**src/logic/input_pkg.sv**
```systemverilog
package input_pkg;

	// ============================================================
	// Keyboard scan codes (set 2 make codes)
	// ============================================================
	typedef enum logic [7:0] {
		SC_START1  = 8'h16,  // Key 1
		SC_START2  = 8'h1E,  // Key 2
		SC_COIN1   = 8'h2E,  // Key 5
		SC_COIN2   = 8'h36,  // Key 6
		SC_SERVICE = 8'h46,  // Key 9
		SC_FAST    = 8'h11,  // Alt
		SC_LEFT    = 8'h6B,  // Cursor left
		SC_RIGHT   = 8'h74,  // Cursor right
		SC_FIRE    = 8'h29   // Space bar
	} scan_code_t;

	// Joystick bus layout
	localparam int JOY_W      = 9;
	localparam int JOY_RIGHT  = 0;
	localparam int JOY_LEFT   = 1;
	localparam int JOY_FIRE   = 4;
	localparam int JOY_FAST   = 5;
	localparam int JOY_START1 = 6;
	localparam int JOY_COIN1  = 7;
	localparam int JOY_START2 = 8;

	// Host event words
	localparam int KEY_W   = 11;  // Toggle, pressed, extended, code
	localparam int MOUSE_W = 25;  // Toggle on top bit

	// Cabinet option bits
	localparam int OPT_W = 8;

endpackage

```
**src/logic/spinner_pkg.sv**
```systemverilog
package spinner_pkg;

	// ============================================================
	// Quadrature encoder states in Gray order
	// ============================================================
	typedef enum logic [1:0] {
		Q00 = 2'b00,
		Q01 = 2'b01,
		Q11 = 2'b11,
		Q10 = 2'b10
	} quad_t;

	// Idle level of both encoder lines
	localparam quad_t QUAD_RESET = Q11;

	// Signed travel accumulator
	localparam int POS_W = 12;

	// Ticks between drained steps, 6 MHz tick gives 4 kHz
	localparam int STEP_DIV = 1500;
	localparam int DIV_W    = $clog2(STEP_DIV);

	// D-pad poll period in ticks
	// Roughly 8 ms, same rate as a standard mouse poll
	localparam int POLL_TICKS = 48000;
	localparam int POLL_W     = $clog2(POLL_TICKS);

	// Travel loaded per poll
	localparam int DPAD_SLOW = 4;
	localparam int DPAD_FAST = 9;

endpackage

```
**src/logic/button_decode.sv**
```systemverilog
`timescale 1ns/1ps

module button_decode (
	input  logic                        CLK_12M,
	input  logic                        rst_n,
	input  logic [input_pkg::KEY_W-1:0] ps2_key,
	input  logic [1:0]                  mouse_btn,
	input  logic [input_pkg::JOY_W-1:0] joy,
	input  logic                        fire_ext_n,
	input  logic [input_pkg::OPT_W-1:0] options,
	output logic                        shot_n,
	output logic                        coin1_n,
	output logic                        coin2_n,
	output logic                        start1_n,
	output logic                        start2_n,
	output logic                        service_n,
	output logic [input_pkg::OPT_W-1:0] dip_sw,
	output logic                        spin_fast,
	output logic                        spin_left,
	output logic                        spin_right
);
	import input_pkg::*;

	logic       key_tgl_q;                          // Last seen toggle bit
	logic       key_evt;
	logic       key_down;
	scan_code_t key_code;

	// Held keys and their next values
	logic h_start1, h_start2, h_coin1, h_coin2, h_service;
	logic h_fast, h_left, h_right, h_fire;
	logic k_start1, k_start2, k_coin1, k_coin2, k_service;
	logic k_fast, k_left, k_right, k_fire;

	assign key_evt  = ps2_key[KEY_W-1] != key_tgl_q;
	assign key_down = ps2_key[9];
	assign key_code = scan_code_t'(ps2_key[7:0]);

	// ============================================================
	// Key table, unknown codes fall through untouched
	// ============================================================
	always_comb begin
		k_start1  = h_start1;
		k_start2  = h_start2;
		k_coin1   = h_coin1;
		k_coin2   = h_coin2;
		k_service = h_service;
		k_fast    = h_fast;
		k_left    = h_left;
		k_right   = h_right;
		k_fire    = h_fire;
		if (key_evt) begin
			case (key_code)
				SC_START1:  k_start1  = key_down;
				SC_START2:  k_start2  = key_down;
				SC_COIN1:   k_coin1   = key_down;
				SC_COIN2:   k_coin2   = key_down;
				SC_SERVICE: k_service = key_down;
				SC_FAST:    k_fast    = key_down;
				SC_LEFT:    k_left    = key_down;
				SC_RIGHT:   k_right   = key_down;
				SC_FIRE:    k_fire    = key_down;
				default: ;
			endcase
		end
	end

	always_ff @(posedge CLK_12M or negedge rst_n) begin
		if (!rst_n) begin
			key_tgl_q  <= 1'b0;
			{h_start1, h_start2, h_coin1, h_coin2, h_service} <= '0;
			{h_fast, h_left, h_right, h_fire} <= '0;
			{shot_n, coin1_n, coin2_n, start1_n, start2_n, service_n} <= '1;  // All released
			{spin_fast, spin_left, spin_right} <= '0;
		end else begin
			key_tgl_q <= ps2_key[KEY_W-1];
			{h_start1, h_start2, h_coin1, h_coin2, h_service} <=
				{k_start1, k_start2, k_coin1, k_coin2, k_service};
			{h_fast, h_left, h_right, h_fire} <= {k_fast, k_left, k_right, k_fire};
			// Merge sources, game core wants active low
			shot_n     <= ~(k_fire | joy[JOY_FIRE] | (|mouse_btn) | ~fire_ext_n);
			coin1_n    <= ~(k_coin1 | joy[JOY_COIN1]);
			coin2_n    <= ~k_coin2;                 // Keyboard only
			start1_n   <= ~(k_start1 | joy[JOY_START1]);
			start2_n   <= ~(k_start2 | joy[JOY_START2]);
			service_n  <= ~k_service;
			spin_fast  <= k_fast | joy[JOY_FAST];
			spin_left  <= k_left | joy[JOY_LEFT];
			spin_right <= k_right | joy[JOY_RIGHT];
		end
	end

	// Cabinet bit stays as is, the rest are active low switches
	assign dip_sw = {options[OPT_W-1], ~options[OPT_W-2:0]};

endmodule

```
**src/logic/quad_stepper.sv**
```systemverilog
`timescale 1ns/1ps

module quad_stepper (
	input  logic               CLK_12M,
	input  logic               rst_n,
	input  logic               step,   // One cycle strobe
	input  logic               dir,    // 1 forward
	output spinner_pkg::quad_t state
);
	import spinner_pkg::*;

	quad_t state_nx;

	// Forward walks 00 01 11 10, reverse walks it backwards
	always_comb begin
		case ({dir, state})
			{1'b1, Q00}: state_nx = Q01;
			{1'b1, Q01}: state_nx = Q11;
			{1'b1, Q11}: state_nx = Q10;
			{1'b1, Q10}: state_nx = Q00;
			{1'b0, Q00}: state_nx = Q10;
			{1'b0, Q10}: state_nx = Q11;
			{1'b0, Q11}: state_nx = Q01;
			default:     state_nx = Q00;  // Reverse from Q01
		endcase
	end

	always_ff @(posedge CLK_12M or negedge rst_n) begin
		if (!rst_n) begin
			state <= QUAD_RESET;
		end else if (step) begin
			state <= state_nx;
		end
	end

endmodule

```
**src/logic/spinner_position.sv**
```systemverilog
`timescale 1ns/1ps

module spinner_position (
	input  logic                          CLK_12M,
	input  logic                          rst_n,
	input  logic [input_pkg::MOUSE_W-1:0] ps2_mouse,
	input  logic                          spin_fast,
	input  logic                          spin_left,
	input  logic                          spin_right,
	output logic                          emu_step,
	output logic                          emu_dir,
	output logic                          emu_active
);
	import spinner_pkg::*;

	logic                    tick;        // Every second clock
	logic [DIV_W-1:0]        div_cnt;     // Drain rate divider
	logic [POLL_W-1:0]       poll_cnt;    // D-pad poll timer
	logic signed [POS_W-1:0] pos;         // Travel still owed to the encoder
	logic signed [POS_W-1:0] pos_nx;
	logic signed [POS_W-1:0] delta;
	logic signed [POS_W-1:0] dpad_pos;
	logic                    mouse_tgl_q;
	logic                    mouse_evt;
	logic                    mouse_ok;
	logic                    dpad;
	logic                    step_now;
	logic                    poll_hit;

	// ============================================================
	// Event decode
	// ============================================================
	assign mouse_evt = ps2_mouse[input_pkg::MOUSE_W-1] != mouse_tgl_q;
	// Guard against overflow when the top two bits disagree
	assign mouse_ok  = mouse_evt && (pos[POS_W-1] == pos[POS_W-2]);
	// X magnitude with its sign bit, widened to the accumulator
	assign delta     = {{(POS_W-8){ps2_mouse[4]}}, ps2_mouse[15:8]};
	assign dpad      = spin_left | spin_right;

	assign step_now  = tick && (div_cnt == '0) && (pos != '0);
	assign poll_hit  = tick && dpad && !mouse_evt
		&& (poll_cnt == POLL_W'(POLL_TICKS - 1));

	// Right spins positive
	always_comb begin
		if (spin_right) begin
			dpad_pos = spin_fast ? POS_W'(DPAD_FAST) : POS_W'(DPAD_SLOW);
		end else begin
			dpad_pos = spin_fast ? POS_W'(-DPAD_FAST) : POS_W'(-DPAD_SLOW);
		end
	end

	always_comb begin
		pos_nx = pos;
		if (step_now) begin
			// One unit toward zero
			pos_nx = pos[POS_W-1] ? pos + POS_W'(1) : pos - POS_W'(1);
		end
		if (mouse_ok) begin
			pos_nx = pos_nx + delta;
		end
		if (poll_hit) begin
			pos_nx = dpad_pos;                  // Poll reloads, no accumulation
		end
	end

	// ============================================================
	// State
	// ============================================================
	always_ff @(posedge CLK_12M or negedge rst_n) begin
		if (!rst_n) begin
			tick        <= 1'b0;
			div_cnt     <= '0;
			poll_cnt    <= '0;
			pos         <= '0;
			mouse_tgl_q <= 1'b0;
			emu_step    <= 1'b0;
			emu_dir     <= 1'b0;
			emu_active  <= 1'b0;
		end else begin
			tick        <= ~tick;
			mouse_tgl_q <= ps2_mouse[input_pkg::MOUSE_W-1];
			if (tick) begin
				div_cnt <= (div_cnt == DIV_W'(STEP_DIV - 1)) ? '0 : div_cnt + 1'b1;
			end
			if (!dpad) begin
				poll_cnt <= '0;                 // Restart on release
			end else if (tick && !mouse_evt) begin
				poll_cnt <= poll_hit ? '0 : poll_cnt + 1'b1;
			end
			pos        <= pos_nx;
			emu_step   <= step_now;
			emu_dir    <= pos[POS_W-1];         // Negative travel runs forward
			emu_active <= mouse_evt || (tick && dpad);
		end
	end

endmodule

```
**src/logic/spinner_select.sv**
```systemverilog
`timescale 1ns/1ps

module spinner_select (
	input  logic               CLK_12M,
	input  logic               rst_n,
	input  logic [1:0]         enc_in,      // Physical encoder, A on bit 0
	input  logic               emu_active,
	input  spinner_pkg::quad_t emu_state,
	input  spinner_pkg::quad_t raw_state,
	output logic               raw_step,
	output logic               raw_dir,
	output logic [1:0]         spinner
);
	import spinner_pkg::*;

	logic [1:0] enc_s1;
	logic [1:0] enc_s2;     // Synchronized pair
	logic [1:0] enc_q;      // Previous synchronized pair
	logic [2:0] sync_fill;  // Set once all three stages hold real samples
	logic       use_raw;
	logic       enc_move;

	// ============================================================
	// Encoder synchronizer and edge detect
	// ============================================================
	always_ff @(posedge CLK_12M or negedge rst_n) begin
		if (!rst_n) begin
			enc_s1    <= '0;
			enc_s2    <= '0;
			enc_q     <= '0;
			sync_fill <= '0;
		end else begin
			enc_s1    <= enc_in;
			enc_s2    <= enc_s1;
			enc_q     <= enc_s2;
			sync_fill <= {sync_fill[1:0], 1'b1};
		end
	end

	assign enc_move = sync_fill[2] && (enc_s2 != enc_q);
	assign raw_step = sync_fill[2] && (enc_s2[0] != enc_q[0]);  // Each A edge
	assign raw_dir  = enc_s2[0] ^ enc_s2[1];                     // A != B is forward

	// Physical source wins a same-cycle tie
	always_ff @(posedge CLK_12M or negedge rst_n) begin
		if (!rst_n) begin
			use_raw <= 1'b0;
		end else if (enc_move) begin
			use_raw <= 1'b1;
		end else if (emu_active) begin
			use_raw <= 1'b0;
		end
	end

	assign spinner = use_raw ? raw_state : emu_state;

endmodule

```
**src/logic/arkanoid_controls.sv**
```systemverilog
`timescale 1ns/1ps

module arkanoid_controls (
	input  logic                          CLK_12M,
	input  logic                          rst_n,
	input  logic [input_pkg::KEY_W-1:0]   ps2_key,
	input  logic [input_pkg::MOUSE_W-1:0] ps2_mouse,
	input  logic [input_pkg::JOY_W-1:0]   joy,
	input  logic [1:0]                    enc_in,
	input  logic                          fire_ext_n,
	input  logic [input_pkg::OPT_W-1:0]   options,
	output logic [1:0]                    spinner,
	output logic                          shot_n,
	output logic                          coin1_n,
	output logic                          coin2_n,
	output logic                          start1_n,
	output logic                          start2_n,
	output logic                          service_n,
	output logic [input_pkg::OPT_W-1:0]   dip_sw
);
	import spinner_pkg::*;

	logic  spin_fast, spin_left, spin_right;  // D-pad requests
	logic  emu_step, emu_dir, emu_active;
	logic  raw_step, raw_dir;
	quad_t emu_state;
	quad_t raw_state;

	// ============================================================
	// Buttons and DIP switches
	// ============================================================
	button_decode u_decode (
		.CLK_12M, .rst_n, .ps2_key, .mouse_btn(ps2_mouse[1:0]), .joy, .fire_ext_n,
		.options, .shot_n, .coin1_n, .coin2_n, .start1_n, .start2_n, .service_n,
		.dip_sw, .spin_fast, .spin_left, .spin_right
	);

	// ============================================================
	// Spinner path
	// ============================================================
	spinner_position u_position (
		.CLK_12M, .rst_n, .ps2_mouse, .spin_fast, .spin_left, .spin_right,
		.emu_step, .emu_dir, .emu_active
	);

	// Emulated encoder
	quad_stepper emu_quad (
		.CLK_12M, .rst_n, .step(emu_step), .dir(emu_dir), .state(emu_state)
	);

	// Physical encoder regenerated at the game clock
	quad_stepper raw_quad (
		.CLK_12M, .rst_n, .step(raw_step), .dir(raw_dir), .state(raw_state)
	);

	spinner_select u_select (
		.CLK_12M, .rst_n, .enc_in, .emu_active, .emu_state, .raw_state,
		.raw_step, .raw_dir, .spinner
	);

endmodule

```
**config.mk**
```make
export PLATFORM = sky130hd
export DESIGN_NAME = arkanoid_controls
export DESIGN_NICKNAME = d
export VERILOG_FILES = /design/src/logic/input_pkg.sv /design/src/logic/spinner_pkg.sv /design/src/logic/button_decode.sv /design/src/logic/quad_stepper.sv /design/src/logic/spinner_position.sv /design/src/logic/spinner_select.sv /design/src/logic/arkanoid_controls.sv
export SDC_FILE = /design/constraint.sdc
export NUM_CORES = 1
export LEC_CHECK = 0
export BUFFER_PORTS_ARGS = -buffer_cell sky130_fd_sc_hd__buf_2
export CAP_MARGIN = 20
export CORE_UTILIZATION = 60
export CTS_CLUSTER_DIAMETER = 200
export DETAILED_ROUTE_END_ITERATION = 8
export PLACE_DENSITY = 0.85
export SLEW_MARGIN = 5
export SYNTH_ARGS = -nofsm -noshare
export SYNTH_HDL_FRONTEND = slang
export SYNTH_SLANG_ARGS = --single-unit
```
**constraint.sdc**
```tcl
create_clock -name CLK_12M -period 7.19 [get_ports CLK_12M]
set_input_delay 0.3595 -clock CLK_12M [delete_from_list [all_inputs] [get_ports CLK_12M]]
set_output_delay 0.3595 -clock CLK_12M [all_outputs]
set_load 0.02 [all_outputs]
```
; Yosys cells after proc, flatten, opt, wreduce, memory -nomap -nowiden
; Index checks and enable logic that the tools add are counted.
[totals]
wordCells = 143
out_inout_bits = 16
in_bits = 58
regBits = 77
[classes]
n_mux = 34
bitwise_logic = 20
addsub = 5
eq_ne = 27
n_reduce_logical = 23
[ops]
columns = operator, count
row1 = $mux 12, 5
row2 = $mux 16, 3
row3 = $eq 8x5->1 const B, 3
row4 = $eq 8x6->1 const B, 3
row5 = $eq 8x7->1 const B, 3
row6 = $mux 1, 20
row7 = $eq 3x3->1 const B, 6
row8 = $add 16x1->16 const B, 1
row9 = $eq 16x16->1 const B, 1
row10 = $reduce_or 2->1, 7
row11 = $add 12x2->12 const B, 1
row12 = $add 12x9->12, 1
row13 = $eq 3x2->1 const B, 4
row14 = $pmux 2 s3, 2
row15 = $reduce_bool 12->1, 1
row16 = $sub 12x2->12 const B, 1
row17 = $add 11x1->11 const B, 1
row18 = $eq 11x11->1 const B, 1
row19 = $logic_not 11->1, 1
row20 = $mux 11, 1
row21 = $or 1x1->1, 10
row22 = $logic_and 1x1->1, 9
row23 = $mux 4, 2
row24 = $not 1->1, 8
row25 = 11 further kinds, 14

; Depth between registers and ports, before layout
; Gate-level depths: netlist of the first run.
[depth]
depth_word = 7
mapped_depth = 17
mapped_depth_nobuf = 16

; Cells and area by module
; From an unflattened synthesis of the first run, not the netlist that was laid out.
[unflattened]
hier_cells = 474
hier_area_um2 = 4625.7
[by_module_without_submodules]
columns = mod, area_each_um2, cells_each, seq_area_each_um2, instances
row1 = spinner_position, 3221.8, 368, 1101.1, 1
row2 = button_decode, 892.1, 72, 483.0, 1
row3 = spinner_select, 324.1, 20, 250.2, 1
row4 = quad_stepper, 93.8, 7, 52.6, 2

; Worst setup path before layout of the first run
; Ideal clock, no wire load.
[synth_path]
path_kind = register to register
from = register u_position.pos[11]
to = register u_position.pos[11]
synth_period_minus_slack_ns = 3.362
setup_ns = 0.128
t_required_ns = 7.062
arrival_time_ns = 3.234
stages_incl_launch_ff = 15
slack_ns = 3.828
path_buffers = 0
cell_sequence = dfrtp_1 inv_1 ha_1 nor2b_1 o31a_1 o21ai_0 nor3b_1 o31ai_4 ha_1 and3_1 a31oi_1 or4_1 nand3_1 xnor2_1 mux2i_1
[synth_between]
elab_chain_cells = 6
elab_cells_between_ends = 11
classes_between = add/sub: 3 / eq/ne: 1 / mux: 4 / reduce/logical: 3
[synth_lines]
columns = item, line
row1 = "start, declared", spinner_position.sv:19  ; logic signed [POS_W-1:0] pos;
row2 = "start signal, assigned", spinner_position.sv:91  ; pos <= pos_nx;
row3 = $sub 12x2->12 (tied with other cells), spinner_position.sv:57  ; pos_nx = pos[POS_W-1] ? pos + POS_W'(1) : pos - POS_W'(1);
row4 = $mux 12 / $logic_and 1x1->1 (equally long branches), "spinner_position.sv:57, spinner_position.sv:40"
row5 = $mux 12, spinner_position.sv:55  ; if (step_now) begin
row6 = $add 12x9->12, spinner_position.sv:60  ; pos_nx = pos_nx + delta;
row7 = $mux 12 *, spinner_position.sv:59  ; if (mouse_ok) begin
row8 = $mux 12 *, spinner_position.sv:62  ; if (poll_hit) begin
row9 = named net u_position.pos_nx[11], spinner_position.sv:20  ; logic signed [POS_W-1:0] pos_nx;
; The timed path passes the listed nets; every way through them passes the cells marked *.
; A chain may end at the register's enable or synchronous reset.

; Worst setup path in the final report of the first run
[layout_path]
from = register u_position.pos[11]
to = register u_position.pos[10]
[layout_between]
elab_chain_cells = 6
elab_cells_between_ends = 9
classes_between = add/sub: 1 / eq/ne: 1 / mux: 4 / reduce/logical: 3
[layout_lines]
columns = item, line
row1 = $reduce_bool 12->1 *, spinner_position.sv:40  ; assign step_now = tick && (div_cnt == '0) && (pos != '0);
row2 = $logic_and 1x1->1 *, spinner_position.sv:40
row3 = named net u_position.step_now, spinner_position.sv:27  ; logic step_now;
row4 = $mux 12 *, spinner_position.sv:55
row5 = $add 12x9->12, spinner_position.sv:60
row6 = $mux 12 *, spinner_position.sv:59
row7 = $mux 12 *, spinner_position.sv:62
row8 = named net u_position.pos_nx[10], spinner_position.sv:20
; Marks and branches as above.

==> flow_metrics.tcl, run 1 <==
set metrics [dict create \
    outcome "complete, no violations" \
    synth.distinct_cells 67 \
    grt_first_pass_wirelength_um 16800 \
    first_pass_iters 4 \
    reg2reg_to "u_position.pos[10]$_DFF_PN0_" \
    hold_class "input port to register" \
    crit_slowest_cell "a31o_1" \
    port_buffers 55 \
    post_drt_wl_per_cell_um 14.7 \
    period_share_pct 59.7 \
    postCtsHoldBufs 0 \
    hold_viol 0 \
    worstMarginPinSlew_ns 0.926 \
    antenna_found_initial 0 \
    post-route-util_pct 70.4 \
    postRouteAntennaNets 0 \
    crit_chain "inv_1 > ha_1 > nor4b_1 > a31o_1 > clkinv_4 > xnor2_1 > ha_1 > fa_1 > a21oi_1 > nor3_1 > o31a_1 > o21ai_0 > xnor2_1 > nand2_1 > a31oi_1" \
    drc 0 \
    powerDensity_nw_per_um2 343 \
    htree_levels 3 \
    syn2layout_area_growth_pct 10.8 \
    clkTransAtPathRegs_ns 0.09 \
    p_leak_nw 2.43 \
    cts_sinks 77 \
    hold-path-cell-count 1 \
    synth_compound_area_share_pct 16.8 \
    regArea_um2 1940 \
    finalNetCount 634 \
    start_kind "register" \
    grt_start_max_net_pins 78 \
    setup-tns-final_ns 0 \
    wl_um 9570 \
    syn-instance-count 490 \
    min_to "u_select.enc_s1[1]$_DFF_PN0_" \
    reg2reg_from "u_position.pos[11]$_DFF_PN0_" \
    antenna_cells 0 \
    cts_tree "done" \
    dieArea_um2 8210 \
    core-area_um2 7410 \
    synth_seq_cells 77 \
    vias_per_cell 5.84 \
    overflow 0 \
    cp.required_ns 7.46 \
    syn_area_um2 4710 \
    final_common_cell "dfrtp_1" \
    clock_path_buffers 2 \
    die_x_um 90.6 \
    fill_cells 538 \
    slew_headroom_pct 38.3 \
    synthMuxAreaShare_pct 4.78 \
    grt_pass1_vias 3782 \
    grt.total_usage_pct 25.3 \
    drv_cap 0 \
    cts_resized 0 \
    die_h_um 90.6 \
    drtIter0Drc 173 \
    pin_count 74 \
    synth_top_family_by_area "simple AND/OR/NAND/NOR gates" \
    dp.final_hpwl_um 7000 \
    r2r_setup_slack_ns 2.90 \
    fmax_mhz 233 \
    worstSetupPathType "register to register" \
    ir_drop_uv 148 \
    cts_buffers 9 \
    yosysSeqAreaShare_pct 41.2 \
    vias 3793 \
    layout.cells.most_common_list "dfrtp_1, buf_2, nand2_1" \
    postCtsSetupRepairBufs 0 \
    grt_setup_unrepaired "no" \
    synth_fa_ha_area_share_pct 8.55 \
    synthXorXnorAreaFrac_pct 6.11 \
    endpoint_kind "register" \
    cp.arrival_ns 4.56 \
    synthesis.nets 579 \
    cp_max_fo 18 \
    drive_gt1_share_pct 20.2 \
    max_stage_delay_ns 0.71 \
    reg2reg_depth 15 \
    worstSkewPairLatency_ns 0.36 \
    multi_input_area_um2 2600 \
    start_util_pct 63.6 \
    critPathTopFamily "compound AO/OA/AOI/OAI gates" \
    synthFlopType "dfrtp_1" \
    min-delay-start "enc_in[1]" \
    synthSimpleGateAreaFrac_pct 18.9 \
    routabilityCongestion 0.844 \
    fin_worst_skew_ns 0.00854 \
    async_reset_ff_share_pct 100 \
    yosys_warnings 0 \
    maxSlewViolCount 0 \
    synth-edff-count 0 \
    fp-row-count 31 \
    post-route-min-period_ns 4.29 \
    clockRootBuffer "clkbuf_8" \
    finalSetupViolCount 0 \
    synth.avg_cell_area_um2 9.61 \
    cp_num_buf_inv 2 \
]
## registers in the layout (all words and copies together), names as in the netlist, 2 cells and up
name,cells
emu_quad.state,2
raw_quad.state,2
u_position.div_cnt,11
u_position.poll_cnt,16
u_position.pos,12
u_select.enc_q,2
u_select.enc_s1,2
u_select.enc_s2,2
u_select.sync_fill,3
## worst max-delay path by stage
stage	startpoint	end	cells past startpoint
6_report	u_position.pos[11]$_DFF_PN0_	u_position.pos[10]$_DFF_PN0_	15
4_1_cts	u_position.pos[11]$_DFF_PN0_	u_position.pos[10]$_DFF_PN0_	15
3_5_place_dp	u_position.pos[11]$_DFF_PN0_	u_position.pos[10]$_DFF_PN0_	15
2_1_floorplan	u_position.pos[11]$_DFF_PN0_	u_position.pos[11]$_DFF_PN0_	14
3_3_place_gp	u_position.pos[11]$_DFF_PN0_	u_position.pos[10]$_DFF_PN0_	15
5_1_grt	u_position.pos[11]$_DFF_PN0_	u_position.pos[10]$_DFF_PN0_	15
## layout make-up
class / instances / share of cell area, %
clock buffers: 9 / 2.37
clock inverters: 7 / 1.10
inverters: 23 / 1.75
multi-input cells: 379 / 49.9
flip-flops and latches: 77 / 37.2
well taps: 99 / 2.37
repair buffers: 55 / 5.32
## synth_stat cells, drive strengths merged, types with 2 or more instances
| cell type | number | area share [%] |
|---|---|---|
| a211oi | 3 | 0.48 |
| a21o | 5 | 0.80 |
| a21oi | 23 | 2.4 |
| a22o | 2 | 0.37 |
| a31oi | 6 | 0.93 |
| and2 | 5 | 0.66 |
| and3 | 10 | 1.3 |
| and4 | 2 | 0.37 |
| buf | 7 | 1.3 |
| clkbuf | 4 | 0.32 |
| dfrtp | 67 | 36 |
| dfstp | 10 | 5.6 |
| fa | 2 | 0.85 |
| ha | 29 | 7.7 |
| inv | 22 | 1.8 |
| mux2 | 12 | 2.9 |
| mux2i | 9 | 1.9 |
| nand2 | 47 | 3.9 |
| nand2b | 6 | 0.80 |
| nand3 | 15 | 1.7 |
| nand4 | 9 | 1.3 |
| nor2 | 42 | 3.4 |
| nor2b | 7 | 0.93 |
| nor3 | 11 | 1.2 |
| nor3b | 2 | 0.56 |
| nor4 | 6 | 0.93 |
| nor4b | 2 | 0.37 |
| o2111ai | 2 | 0.37 |
| o211ai | 3 | 0.58 |
| o21a | 9 | 1.4 |
| o21ai | 49 | 5.3 |
| o22ai | 2 | 0.27 |
| o31a | 2 | 0.37 |
| o31ai | 7 | 1.7 |
| or2 | 4 | 0.53 |
| xnor2 | 14 | 2.8 |
| xor2 | 18 | 3.3 |
## power breakdown
part / internal, W / leakage (nW) / switching [W]
clock network: 0.000130 / 0.0881 / 0.000171
logic: 0.000399 / 1.38 / 0.000539
registers: 0.000500 / 0.957 / 0.0000537
## per-stage QoR
step	hold slack, ns	cell area [µm²]	cells	total power, W	setup slack (ns)
6_report	0.102	5220	649	0.00179	2.90
2_1_floorplan	0.0639	4710	490	0.00129	3.83
5_1_grt	0.0787	5220	649	0.00194	2.60
4_1_cts	0.0890	5220	649	0.00179	2.91
3_5_place_dp	0.336	5040	633	0.00148	2.95
3_3_place_gp	0.332	5040	633	0.00143	3.10
## kinds of logic (layout without fill, tap and decap cells)
family                   count (synthesis)  after routing
adder cells (fa/ha/maj)                 31             31
AND/OR/NAND/NOR                        173            173
other                                    1              1
buffers and inverters                   34             94
AO/OA/AOI/OAI                          121            121
XOR/XNOR                                32             32
multiplexers                            21             21
flip-flops                              77             77
## metal layers
metal | global-route usage (%) | routed length [µm] | share of wire (%)
met2 | 44.1 | 4800 | 50
met4 | 9.95 | 180 | 1.9
met5 | 0 | 0 | 0
met1 | 30.8 | 4170 | 44
met3 | 4.97 | 414 | 4.3
Power figures use the tool's default switching activity.
==> run 2, diff against run 1 <==
ABC_AREA = 1   (was unset)
CORE_UTILIZATION = 53   (was 60)
PLACE_DENSITY = 0.78   (was 0.85)
clock period = 3.65 ns   (was 7.19 ns; I/O delays follow)
==> run 2 against run 1 <==
Compared with the run above: non-clock buffer count up 22; first-iteration DRC count up 47%; worst setup slack worse by 2.6 ns; area after synthesis up 13%; combinational power up 120%; final cell count up 46%; clock-buffer cell count up 1; global-route usage down 0.69 points; wire length up 24%; synthesized cell count up 49%; clock skew up 0.0022 ns; design area up 16%.
==> flow_metrics.tcl, run 2 <==
set metrics [dict create \
    dieArea_um2 10400 \
    setup-tns-final_ns 0 \
    syn-instance-count 728 \
    wl_met3_um 607 \
    drive_gt1_share_pct 16.3 \
    outcome "complete, no violations" \
    synth.distinct_cells 48 \
    synth-edff-count 0 \
    highest_layer "met4" \
    placedCellCount 911 \
    reg2reg_to "u_position.pos[8]$_DFF_PN0_" \
    clockPowerShare_pct 16.2 \
    fin_cells 947 \
    switching_share_pct 46.1 \
    p_switching_w 0.00172 \
    yosys-top-cells-area "dfrtp_1, nand2_1, inv_1" \
    fill_cells 882 \
    antenna_found_initial 0 \
    drv_cap 0 \
    maxSlewViolCount 0 \
    synthFlopType "dfrtp_1" \
    top_regs "u_position.poll_cnt: 16 flops, u_position.pos: 12 flops, u_position.div_cnt: 11 flops" \
    ir_drop_uv 325 \
    endpoint_kind "register" \
    clock_path_buffers 2 \
    die_h_um 102 \
    layout.cells.most_common_list "nand2_1, inv_1, nor2_1" \
    synthesis.nets 817 \
    synth_area_leader_cell "dfrtp_1" \
    largest_reg_flops 16 \
    slew_headroom_pct 38.3 \
    fmax_mhz 302 \
    dp.final_hpwl_um 9030 \
    p_total_w 0.00372 \
    wl_met1_um 5390 \
    pin_count 74 \
    comb_power_share_pct 55.1 \
    grt_setup_unrepaired "no" \
    syn_area_um2 5310 \
    grt_first_pass_wirelength_um 20000 \
    grt_start_max_net_pins 78 \
    post-route-min-period_ns 3.32 \
    period_share_pct 90.8 \
    die_x_um 102 \
    fp-row-count 36 \
    core-area_um2 9730 \
    reg2reg_depth 19 \
    clockRootBuffer "clkbuf_8" \
    crit_start "u_position.pos[11]$_DFF_PN0_" \
    finalNetCount 898 \
    reg2reg_from "u_position.pos[11]$_DFF_PN0_" \
    hold_class "input port to register" \
    p_leak_nw 3.25 \
    htree_levels 3 \
    vias_per_cell 5.12 \
    wl_um 11900 \
    start_kind "register" \
    first_pass_iters 5 \
    antenna_cells 0 \
    grt.total_usage_pct 24.6 \
    async_reset_ff_share_pct 100 \
    synth.avg_cell_area_um2 7.29 \
    cts_tree "done" \
    netlist.area_leader.share_pct 31.6 \
    cp_max_fo 9 \
    yosysMostFrequentCell "nand2_1" \
    cp.required_ns 3.89 \
    overflow 0 \
    syn2layout_area_growth_pct 14.4 \
    start_util_pct 54.6 \
    synth_common_cells "nand2_1, inv_1, nor2_1" \
    drc 0 \
    yosysSeqAreaShare_pct 36.5 \
    top_register "u_position.poll_cnt" \
    worstMarginPinSlew_ns 0.925 \
    yosys_warnings 0 \
    hold_viol 0 \
    cp.arrival_ns 3.56 \
    cts_sinks 77 \
    powerDensity_nw_per_um2 613 \
    finalSetupViolCount 0 \
    grt_pass1_vias 4705 \
    clkTransAtPathRegs_ns 0.09 \
    dr_wl_met2_um 5770 \
    port_buffers 55 \
    crit_path_end "u_position.pos[8]$_DFF_PN0_" \
    post_drt_wl_per_cell_um 12.6 \
    worstSetupPathType "register to register" \
    synth_seq_cells 77 \
    final_common_cell "nand2_1" \
    p_seq_share_pct 28.7 \
    routabilityCongestion 0.973 \
    vias 4844 \
    postRouteAntennaNets 0 \
    fin_worst_skew_ns 0.0108 \
    r2r_setup_slack_ns 0.33 \
    p_int_w 0.00201 \
    cts_buffers 9 \
    worstSkewPairLatency_ns 0.37 \
    drtIter0Drc 254 \
]
-- run 2: changes by cell type in the layout (fill, tap and decap cells not counted), sizes merged, moves of 8 or more --
cell,before,now
o21a,9,0
a21oi,23,31
mux2,12,0
nand3,15,59
dlygate4sd3,0,13
inv,25,131
buf,55,64
and3,10,1
nand2,47,192
nor3,11,21
nor2,42,76
-- run 2: how the worst min path moves through the flow --
stage,from,to,cells after the start,slack (ns)
finish,ps2_key[9],u_decode.service_n$_DFF_PN1_,2,0.08
global route,ps2_key[9],u_decode.service_n$_DFF_PN1_,2,0.08
CTS,ps2_key[9],u_decode.service_n$_DFF_PN1_,2,0.06
detailed placement,enc_in[0],u_select.enc_s1[0]$_DFF_PN0_,1,0.29
global placement,enc_in[0],u_select.enc_s1[0]$_DFF_PN0_,1,0.29
floorplan,rst_n,u_decode.h_coin1$_DFF_PN0_,0,-0.11
-- run 2: cell families after synthesis --
kind of cell               share of synthesized area [%]
AOI/OAI and AO/OA                                   9.22
xor gates and xnor gates                            3.44
adders and majority gates                           7.59
buffers and inverters                               10.5
DFF                                                 36.5
muxes                                              0.943
other                                             0.0707
and+or+nand+nor                                     31.7
-- run 2: critical path: stages (launching register included) --
cell,delay [ns]
dfrtp_1,0.41
clkinvlp_4,0.17
buf_4,0.14
ha_1,0.16
nand2_1,0.12
nor3_4,0.25
nor2_4,0.09
buf_4,0.18
or2_2,0.27
nand2_1,0.10
inv_1,0.08
ha_1,0.29
a21oi_1,0.19
inv_1,0.10
a21oi_1,0.20
a21oi_1,0.11
o21ai_0,0.16
inv_1,0.06
nand2_1,0.06
nand2_1,0.04
-- run 2: metal layers --
layer | vias up | global-route usage [%]
met3 | 14 | 6.16
met1 | 2236 | 29.7
li1 | 2473 | -
met4 | 0 | 8.57
met2 | 121 | 42.9
met5 | - | 0
-- run 2: what timing repair did --
action,in CTS,in global routing
endpoints found under the setup margin,0,2
gates resized for setup,0,1
endpoints found under the hold margin,71,0
buffers inserted,0,7
hold buffers,13,0
-- run 2: power by group through the flow --
stage	logic [W]	clock network, W	registers (W)
floorplan	0.00155	0	0.00106
global placement	0.00189	0	0.00108
detailed placement	0.00197	0	0.00108
CTS	0.00199	0.000627	0.00106
global route	0.00233	0.000657	0.00108
finish	0.00205	0.000603	0.00107
-- run 2: final cells by class --
class | instances | area (µm²) | area share [%]
Multi-Input combinational cell | 513 | 2810 | 46.3
Sequential cell | 77 | 1940 | 31.9
Inverter | 131 | 495 | 8.16
Timing Repair Buffer | 77 | 475 | 7.83
Tap cell | 133 | 166 | 2.74
Clock buffer | 10 | 138 | 2.27
Clock inverter | 6 | 46.3 | 0.762
-- run 2: metrics by stage --
stage	worst slack [ns]	instance area [µm²]	utilization (%)	hold WS, ns
6_report	0.334	6070	62.4	0.0801
5_1_grt	0.0719	6070	62.4	0.0774
4_1_cts	0.357	6020	61.8	0.0647
3_5_place_dp	0.394	5700	58.6	0.292
3_3_place_gp	0.510	5700	58.6	0.293
2_1_floorplan	0.880	5310	-	-0.113
